<file path="config.mk">
export PLATFORM = sky130hd
export DESIGN_NAME = cacheTop
export DESIGN_NICKNAME = d
export VERILOG_FILES = /design/src/hw/cachePkg.sv /design/src/hw/cacheArray.sv /design/src/hw/cacheCtrl.sv /design/src/hw/cacheCsr.sv /design/src/hw/cacheTop.sv
export SDC_FILE = /design/constraint.sdc
export NUM_CORES = 2
export LEC_CHECK = 0
export ABC_CLOCK_PERIOD_IN_PS = 17200
export BUFFER_PORTS_ARGS = -buffer_cell sky130_fd_sc_hd__buf_2
export CORE_ASPECT_RATIO = 0.75
export CORE_MARGIN = 3
export CORE_UTILIZATION = 60
export DETAILED_ROUTE_END_ITERATION = 10
export GPL_TIMING_DRIVEN = 0
export PLACE_DENSITY_LB_ADDON = 0.15
export SLEW_MARGIN = 20
export SYNTH_ARGS = -nofsm -noshare
export SYNTH_HDL_FRONTEND = slang
export SYNTH_SLANG_ARGS = --single-unit
</file>
<file path="constraint.sdc">
create_clock -name clk -period 17.2 [get_ports clk]
set_input_delay 1.72 -clock clk [delete_from_list [all_inputs] [get_ports clk]]
set_output_delay 1.72 -clock clk [all_outputs]
set_load 0.01 [all_outputs]
</file>
<file path="src/hw/cachePkg.sv">
package cachePkg;

    // address layout, one 64-bit word per line
    localparam int addrWidth   = 32;
    localparam int dataWidth   = 64;
    localparam int offsetWidth = 3;
    localparam int indexWidth  = 2;
    localparam int tagWidth    = addrWidth - indexWidth - offsetWidth;
    localparam int numSets     = 2 ** indexWidth;
    localparam int numWays     = 2;

    typedef struct packed {
        logic [tagWidth-1:0]    tag;
        logic [indexWidth-1:0]  index;
        logic [offsetWidth-1:0] offset;
    } cacheAddrFields_t;

    // same address word, seen raw or split into fields
    typedef union packed {
        logic [addrWidth-1:0] raw;
        cacheAddrFields_t     fields;
    } cacheAddr_u;

    typedef struct packed {
        logic                 hit;
        logic [dataWidth-1:0] data;
    } lookup_t;

    typedef struct packed {
        logic                   rdStrobe;
        logic                   wrStrobe;
        logic [addrWidth-1:0]   addr;
        logic [dataWidth-1:0]   wdata;
        logic [dataWidth/8-1:0] mask;
    } memReq_t;

    typedef struct packed {
        logic enable;
        logic flush;
    } cacheCtl_t;

endpackage

</file>
<file path="src/hw/cacheArray.sv">
`timescale 1ns/1ps

module cacheArray import cachePkg::*; (
    input  logic                   clk,
    input  logic                   rst,
    input  cacheAddr_u             lookupAddr,
    input  logic                   fill,
    input  cacheAddr_u             fillAddr,
    input  logic [dataWidth-1:0]   fillData,
    input  logic                   write,
    input  cacheAddr_u             writeAddr,
    input  logic [dataWidth-1:0]   writeData,
    input  logic [dataWidth/8-1:0] writeMask,
    input  cacheCtl_t              ctl,
    output lookup_t                lookup
);

    logic [dataWidth-1:0] dataMem [numWays][numSets];
    logic [tagWidth-1:0]  tagMem [numWays][numSets];
    logic [numWays-1:0]   validMem [numSets];
    // one round-robin bit per set picks the next victim way
    logic [numSets-1:0]   rrPtr;

    logic [numWays-1:0]    lookupHit;
    logic [numWays-1:0]    writeHit;
    logic [indexWidth-1:0] fillIdx;
    logic [indexWidth-1:0] writeIdx;
    logic                  victim;

    function automatic logic [numWays-1:0] matchWays(input cacheAddr_u a);
        logic [numWays-1:0] m;
        for (int w = 0; w < numWays; w++) begin
            m[w] = validMem[a.fields.index][w]
                && (tagMem[w][a.fields.index] == a.fields.tag);
        end
        return m;
    endfunction

    assign lookupHit = matchWays(lookupAddr);
    assign writeHit  = matchWays(writeAddr);
    assign fillIdx   = fillAddr.fields.index;
    assign writeIdx  = writeAddr.fields.index;
    assign victim    = rrPtr[fillIdx];

    always_comb begin
        lookup.hit  = |lookupHit;
        lookup.data = '0;
        for (int w = 0; w < numWays; w++) begin
            if (lookupHit[w]) begin
                lookup.data = dataMem[w][lookupAddr.fields.index];
            end
        end
    end

    // valid bits and pointers, flush drops everything at once
    always_ff @(posedge clk) begin
        if (rst || ctl.flush) begin
            validMem <= '{default: '0};
            rrPtr    <= '0;
        end else if (fill) begin
            validMem[fillIdx][victim] <= 1'b1;
            rrPtr[fillIdx]            <= ~victim;
        end
    end

    always_ff @(posedge clk) begin
        if (fill) begin
            dataMem[victim][fillIdx] <= fillData;
            tagMem[victim][fillIdx]  <= fillAddr.fields.tag;
        end
        // byte merge into the way that hits, no allocation on a miss
        if (write) begin
            for (int w = 0; w < numWays; w++) begin
                for (int b = 0; b < dataWidth / 8; b++) begin
                    if (writeHit[w] && writeMask[b]) begin
                        dataMem[w][writeIdx][b*8 +: 8] <= writeData[b*8 +: 8];
                    end
                end
            end
        end
    end

    // a fill only happens while the controller waits on memory
    fillWriteExclusive: assert property (
        @(posedge clk) disable iff (rst) !(fill && write)
    );

    // fills go only to missing lines, so a tag never lives in both ways
    singleWayHit: assert property (
        @(posedge clk) disable iff (rst) $onehot0(lookupHit)
    );

endmodule

</file>
<file path="src/hw/cacheCtrl.sv">
`timescale 1ns/1ps

module cacheCtrl import cachePkg::*; (
    input  logic                   clk,
    input  logic                   rst,
    input  logic                   readReq,
    input  cacheAddr_u             readAddr,
    input  logic                   writeReq,
    input  cacheAddr_u             writeAddr,
    input  logic [dataWidth-1:0]   writeData,
    input  logic [dataWidth/8-1:0] writeMask,
    input  cacheCtl_t              ctl,
    input  lookup_t                lookup,
    input  logic                   memRespValid,
    input  logic [dataWidth-1:0]   memRespData,
    output logic                   readValid,
    output logic [dataWidth-1:0]   readData,
    output logic                   busy,
    output memReq_t                memReq,
    output cacheAddr_u             lookupAddr,
    output logic                   fill,
    output cacheAddr_u             fillAddr,
    output logic [dataWidth-1:0]   fillData,
    output logic                   arrWrite,
    output cacheAddr_u             arrWriteAddr,
    output logic [dataWidth-1:0]   arrWriteData,
    output logic [dataWidth/8-1:0] arrWriteMask,
    output logic                   hitEvent,
    output logic                   missEvent
);

    // sequencer state, low is idle, high is waiting for memory
    logic       waitMem;
    logic       fillPending;
    cacheAddr_u pendingAddr;

    logic readHit;
    logic readMiss;
    logic respTaken;

    logic                   memRd;
    logic                   memWr;
    logic [addrWidth-1:0]   memAddr;
    logic [dataWidth-1:0]   memWdata;
    logic [dataWidth/8-1:0] memMask;

    assign lookupAddr = readAddr;
    assign readHit    = readReq && !waitMem && ctl.enable && lookup.hit;
    assign readMiss   = readReq && !waitMem && !readHit;
    assign respTaken  = waitMem && memRespValid;

    // counters see the event on the edge that launches readValid
    assign hitEvent  = readHit;
    assign missEvent = respTaken;

    // refill only for misses taken while enabled
    assign fill     = respTaken && fillPending && ctl.enable;
    assign fillAddr = pendingAddr;
    assign fillData = memRespData;

    // write hits merge in the array, gated by enable
    assign arrWrite     = writeReq && ctl.enable;
    assign arrWriteAddr = writeAddr;
    assign arrWriteData = writeData;
    assign arrWriteMask = writeMask;

    assign busy = waitMem;

    always_ff @(posedge clk) begin
        if (rst) begin
            waitMem   <= 1'b0;
            readValid <= 1'b0;
            memRd     <= 1'b0;
            memWr     <= 1'b0;
        end else begin
            readValid <= readHit || respTaken;
            memRd     <= readMiss;
            memWr     <= writeReq;
            if (readMiss) begin
                waitMem <= 1'b1;
            end else if (respTaken) begin
                waitMem <= 1'b0;
            end
        end
    end

    always_ff @(posedge clk) begin
        if (readHit) begin
            readData <= lookup.data;
        end else if (respTaken) begin
            readData <= memRespData;
        end
        if (readMiss) begin
            pendingAddr <= readAddr;
            fillPending <= ctl.enable;
        end
    end

    // memory payload, held until the next strobe
    always_ff @(posedge clk) begin
        if (readMiss) begin
            memAddr <= readAddr.raw;
        end else if (writeReq) begin
            memAddr  <= writeAddr.raw;
            memWdata <= writeData;
            memMask  <= writeMask;
        end
    end

    assign memReq = '{
        rdStrobe: memRd,
        wrStrobe: memWr,
        addr:     memAddr,
        wdata:    memWdata,
        mask:     memMask
    };

    noReqWhileBusy: assert property (
        @(posedge clk) disable iff (rst) busy |-> !(readReq || writeReq)
    );

    noReadWithWrite: assert property (
        @(posedge clk) disable iff (rst) !(readReq && writeReq)
    );

    noRespWhenIdle: assert property (
        @(posedge clk) disable iff (rst) !waitMem |-> !memRespValid
    );

endmodule

</file>
<file path="src/hw/cacheCsr.sv">
`timescale 1ns/1ps

module cacheCsr import cachePkg::*; (
    input  logic        clk,
    input  logic        rst,
    input  logic        csrWrite,
    input  logic [1:0]  csrAddr,
    input  logic [31:0] csrWdata,
    input  logic        hitEvent,
    input  logic        missEvent,
    output logic [31:0] csrRdata,
    output cacheCtl_t   ctl
);

    // counts[0] holds hits, counts[1] holds misses
    logic [31:0] counts [2];
    logic [1:0]  events;
    logic        ctlWrite;

    assign events   = {missEvent, hitEvent};
    assign ctlWrite = csrWrite && (csrAddr == 2'd0);

    always_ff @(posedge clk) begin
        if (rst) begin
            ctl <= '0;
        end else begin
            // flush lasts exactly one cycle
            ctl.flush <= ctlWrite && csrWdata[1];
            if (ctlWrite) begin
                ctl.enable <= csrWdata[0];
            end
        end
    end

    // any write to a counter register clears it
    always_ff @(posedge clk) begin
        if (rst) begin
            counts <= '{default: '0};
        end else begin
            for (int i = 0; i < 2; i++) begin
                if (csrWrite && (csrAddr == 2'(i + 1))) begin
                    counts[i] <= '0;
                end else if (events[i]) begin
                    counts[i] <= counts[i] + 32'd1;
                end
            end
        end
    end

    always_comb begin
        case (csrAddr)
            2'd0: begin
                csrRdata = {31'b0, ctl.enable};
            end
            2'd1: begin
                csrRdata = counts[0];
            end
            2'd2: begin
                csrRdata = counts[1];
            end
            default: begin
                csrRdata = '0;
            end
        endcase
    end

endmodule

</file>
<file path="src/hw/cacheTop.sv">
`timescale 1ns/1ps

module cacheTop import cachePkg::*; (
    input  logic                   clk,
    input  logic                   rst,
    input  logic                   readReq,
    input  cacheAddr_u             readAddr,
    input  logic                   writeReq,
    input  cacheAddr_u             writeAddr,
    input  logic [dataWidth-1:0]   writeData,
    input  logic [dataWidth/8-1:0] writeMask,
    output logic                   readValid,
    output logic [dataWidth-1:0]   readData,
    output logic                   busy,
    output memReq_t                memReq,
    input  logic                   memRespValid,
    input  logic [dataWidth-1:0]   memRespData,
    input  logic                   csrWrite,
    input  logic [1:0]             csrAddr,
    input  logic [31:0]            csrWdata,
    output logic [31:0]            csrRdata
);

    // controller to array
    cacheAddr_u             lookupAddr;
    logic                   fill;
    cacheAddr_u             fillAddr;
    logic [dataWidth-1:0]   fillData;
    logic                   arrWrite;
    cacheAddr_u             arrWriteAddr;
    logic [dataWidth-1:0]   arrWriteData;
    logic [dataWidth/8-1:0] arrWriteMask;
    lookup_t                lookup;

    // register block side
    cacheCtl_t ctl;
    logic      hitEvent;
    logic      missEvent;

    cacheCtrl ctrl0 (
        .clk          (clk),
        .rst          (rst),
        .readReq      (readReq),
        .readAddr     (readAddr),
        .writeReq     (writeReq),
        .writeAddr    (writeAddr),
        .writeData    (writeData),
        .writeMask    (writeMask),
        .ctl          (ctl),
        .lookup       (lookup),
        .memRespValid (memRespValid),
        .memRespData  (memRespData),
        .readValid    (readValid),
        .readData     (readData),
        .busy         (busy),
        .memReq       (memReq),
        .lookupAddr   (lookupAddr),
        .fill         (fill),
        .fillAddr     (fillAddr),
        .fillData     (fillData),
        .arrWrite     (arrWrite),
        .arrWriteAddr (arrWriteAddr),
        .arrWriteData (arrWriteData),
        .arrWriteMask (arrWriteMask),
        .hitEvent     (hitEvent),
        .missEvent    (missEvent)
    );

    cacheArray array0 (
        .clk        (clk),
        .rst        (rst),
        .lookupAddr (lookupAddr),
        .fill       (fill),
        .fillAddr   (fillAddr),
        .fillData   (fillData),
        .write      (arrWrite),
        .writeAddr  (arrWriteAddr),
        .writeData  (arrWriteData),
        .writeMask  (arrWriteMask),
        .ctl        (ctl),
        .lookup     (lookup)
    );

    cacheCsr csr0 (
        .clk       (clk),
        .rst       (rst),
        .csrWrite  (csrWrite),
        .csrAddr   (csrAddr),
        .csrWdata  (csrWdata),
        .hitEvent  (hitEvent),
        .missEvent (missEvent),
        .csrRdata  (csrRdata),
        .ctl       (ctl)
    );

endmodule

</file>
==> results_dict.tcl <==
set metrics [dict create \
    fin_crit_ns 6.71 \
    async_flop_share_pct 0 \
    timing.fmax_ghz 0.149 \
    slew_violations 0 \
    synthMuxAreaShare_pct 24.4 \
    cp_top_family "buffers and inverters" \
    p_switching_w 0.00119 \
    synth_top_family_by_area "multiplexers" \
    tightest_slew_ns 1.21 \
    start_kind "primary input" \
    track_usage_pct 33.9 \
    clockBufferDepth 3 \
    cp_num_buf_inv 6 \
    io_pins 444 \
    fillers 5242 \
    worstHoldPathType "reg -> reg" \
    die_area_um2 83300 \
    grt_first_pass_wirelength_um 207000 \
    tns_ns 0 \
    ir_worst_vdd_v 0.0000838 \
    pwr-share-clk_pct 41.1 \
    holdWs_ns 0.494 \
    synth_compound_area_share_pct 4.55 \
    first_global_vias 31092 \
    cts_tree "built" \
    switching_share_pct 22.4 \
    cp_data_arrival_time_ns 7.11 \
    htreeDepth 3 \
    p_per_area_nw_per_um2 96.7 \
    drc 0 \
    p_int_w 0.00411 \
    synth-simple-area-share_pct 4.92 \
    drt_iter0_drc 4561 \
    ant_nets 0 \
    worstPathRequired_ns 17.60 \
    coreArea_um2 78800 \
    io_buffers 410 \
    leakagePower_nw 18.9 \
    finalWirelength_um 142000 \
    status "complete, no violations" \
    power_frac_seq_pct 51.3 \
    syn_to_final_growth_pct 14.4 \
    rsz0062_at_grt "false" \
    antenna_found_initial 13 \
    via_count 31376 \
    comb_power_share_pct 7.5 \
    crit_path_top_delay_cell "nor2_2" \
    avgSynthCellArea_um2 16.3 \
    die_x_um 332 \
    layoutNonFillerInstCount 4594 \
    cts_resized 0 \
    fin_skew_ns 0.0204 \
    dp_cells 4407 \
    multiInputGateArea_um2 17400 \
    ys_ff_latch 1008 \
    place.gp.congestion 1.01 \
    numCtsBuffers 97 \
    dp_hpwl_um 99600 \
    placed_area_um2 51600 \
    clkLatencyLatePin_ns 0.67 \
    ys_dominant_reg_cell "edfxtp_1" \
    cts.clk_slew.worst_paths_ns 0.07 \
    grt_overflow 0 \
    relSlewSlack_pct 19.2 \
    ys_types 71 \
    start_util_pct 60.7 \
    cts_sinks 1008 \
    max-cap-violations 0 \
    drive_above_1_share_pct 41.2 \
    setup_viol_count_final 0 \
    syn_area_um2 47900 \
    regArea_um2 29400 \
    p_total_w 0.00530 \
    syn_inst 2936 \
    grt_start_max_net_pins 38 \
    fp.dieH_um 251 \
    synth_nets 3178 \
    cp-end-kind "flop" \
    cts_setup_buffers 0 \
    final_nets 3702 \
    synthAdderAreaFrac_pct 0.0522 \
    path_class "in -> reg" \
    synth_edf_count 926 \
    finalHoldViolCount 0 \
    critical_path.max_stage_delay_ns 0.85 \
    yosysWarnings 0 \
    synth_xor_area_share_pct 2.32 \
    firstDrtPassIters 6 \
    wire_per_inst_um 31.0 \
    cts_hold_buf 0 \
    num_rows 89 \
    fin_crit_sh_pct 39.0 \
    cts_root_buf "clkbuf_16" \
    path_cells "buf_2 -> buf_2 -> buf_4 -> buf_4 -> buf_4 -> nand3_1 -> a2111oi_0 -> a21oi_1 -> nor4_4 -> a2bb2oi_2 -> nor2_2 -> buf_2 -> a2bb2oi_1" \
    ys_seq_area_share_pct 61.5 \
    design_area_um2 54800 \
    crit_fanout 12 \
    viasPerCell 6.83 \
]
-- worst register-to-register path: stages, from the launching register on --
cell and delay (ns):
edfxtp_1 0.44, mux2i_1 0.20, xnor2_1 0.22, a2111oi_0 0.73, a21oi_1 0.29, nor4_4 0.67
a2bb2oi_2 0.29, nor2_2 0.85, buf_2 0.45, a2bb2oi_1 0.46
-- power by group through the flow --
stage / sequential [W] / combinational (W) / clock, W
after floorplan: 0.00278 / 0.000203 / 0
after global placement: 0.00278 / 0.000374 / 0
after detailed placement: 0.00277 / 0.000390 / 0
after CTS: 0.00272 / 0.000393 / 0.00218
after global routing: 0.00272 / 0.000420 / 0.00228
final: 0.00272 / 0.000399 / 0.00218
-- sequential cells by signal (all words and copies together) (netlist names), 2 cells and up --
name,count
ctrl0.memAddr,32
ctrl0.readData,64
array0.validMem,8
array0.rrPtr,4
ctrl0.memMask,8
ctrl0.memWdata,64
ctrl0.fillAddr,29
array0.dataMem,512
array0.tagMem,216
csr0.counts,64
csr0.ctl,2
-- kinds of logic after synthesis --
logic type / count (synthesis)
compound gates: 300
flops: 1008
fa+ha+maj: 2
xor+xnor: 127
buf+inv: 240
mux: 822
simple gates: 437
-- area by class of cell --
class / instances / share of cell area (%)
timing repair buffer: 425 / 4.32
multi-input combinational: 1688 / 31.7
antenna: 8 / 0.0365
clock inverter: 63 / 1.03
tap: 1046 / 2.39
buffer: 210 / 1.82
inverter: 30 / 0.205
sequential: 1008 / 53.7
clock buffer: 116 / 4.79
-- per-layer routing --
| metal | up-vias | wire length [µm] | global-route usage, % |
|---|---|---|---|
| li1 | 12952 | - | - |
| met1 | 16087 | 57000 | 50.0 |
| met2 | 2028 | 64300 | 50.3 |
| met3 | 299 | 17000 | 8.96 |
| met4 | 10 | 3950 | 9.82 |
| met5 | - | 55 | 0 |
-- synthesized netlist by cell type, drive strengths merged, types with 42 or more instances --
| cell | instances | area share, % |
|---|---|---|
| a2bb2oi | 69 | 1.3 |
| nand2 | 128 | 1.0 |
| xnor2 | 97 | 1.8 |
| buf | 110 | 1.3 |
| edfxtp | 926 | 58 |
| clkbuf | 100 | 0.78 |
| a21oi | 51 | 0.53 |
| mux2 | 550 | 13 |
| dfxtp | 82 | 3.4 |
| nand4 | 42 | 0.55 |
| mux2i | 52 | 1.1 |
| mux4 | 220 | 10 |
| nor2 | 58 | 0.46 |
| o22ai | 68 | 0.89 |
| or3 | 72 | 0.94 |
-- path summary, 6_finish.rpt --
| kind | startpoint | end | slack [ns] | cells past startpoint |
|---|---|---|---|---|
| min reg2reg | csr0.counts[1] | csr0.counts[1] | 0.49 | 2 |
| max | readAddr[4] | ctrl0.readData[17] | 10.49 | 13 |
| max reg2reg | array0.tagMem[0][32] | ctrl0.readData[17] | 12.34 | 9 |
| min | csr0.counts[1] | csr0.counts[1] | 0.49 | 2 |
-- cell usage in the layout, fill, tap and decap left out, types with 10 or more instances in the layout --
master     count
buf_2        483
bufinv_16     10
nand3_1       28
o31ai_1       29
xor2_1        30
dfxtp_1       82
and3_1        11
clkinv_2      20
inv_1         20
clkbuf_16    102
mux2_2       546
nand2_1      128
mux4_2       220
nand2b_1      10
buf_12        11
nor2_1        57
nand4_1       42
clkbuf_1     108
or3_1         72
mux2i_1       52
buf_1         16
xnor2_1       97
or4_1         31
a22o_1        31
buf_4         10
edfxtp_1     926
o22ai_1       68
a2bb2oi_1     68
a21oi_1       51
clkinv_1      25
buf_6         11
o21ai_0       12
-- metrics by stage --
| step | util [%] | worst slack (ns) |
|---|---|---|
| CTS | 69.5 | 10.82 |
| detailed placement | 65.4 | 10.14 |
| floorplan | - | 8.34 |
| finish | 69.5 | 10.49 |
| global route | 69.5 | 10.44 |
| global placement | 65.0 | 2.42 |
(Power assumes the default switching activity.)
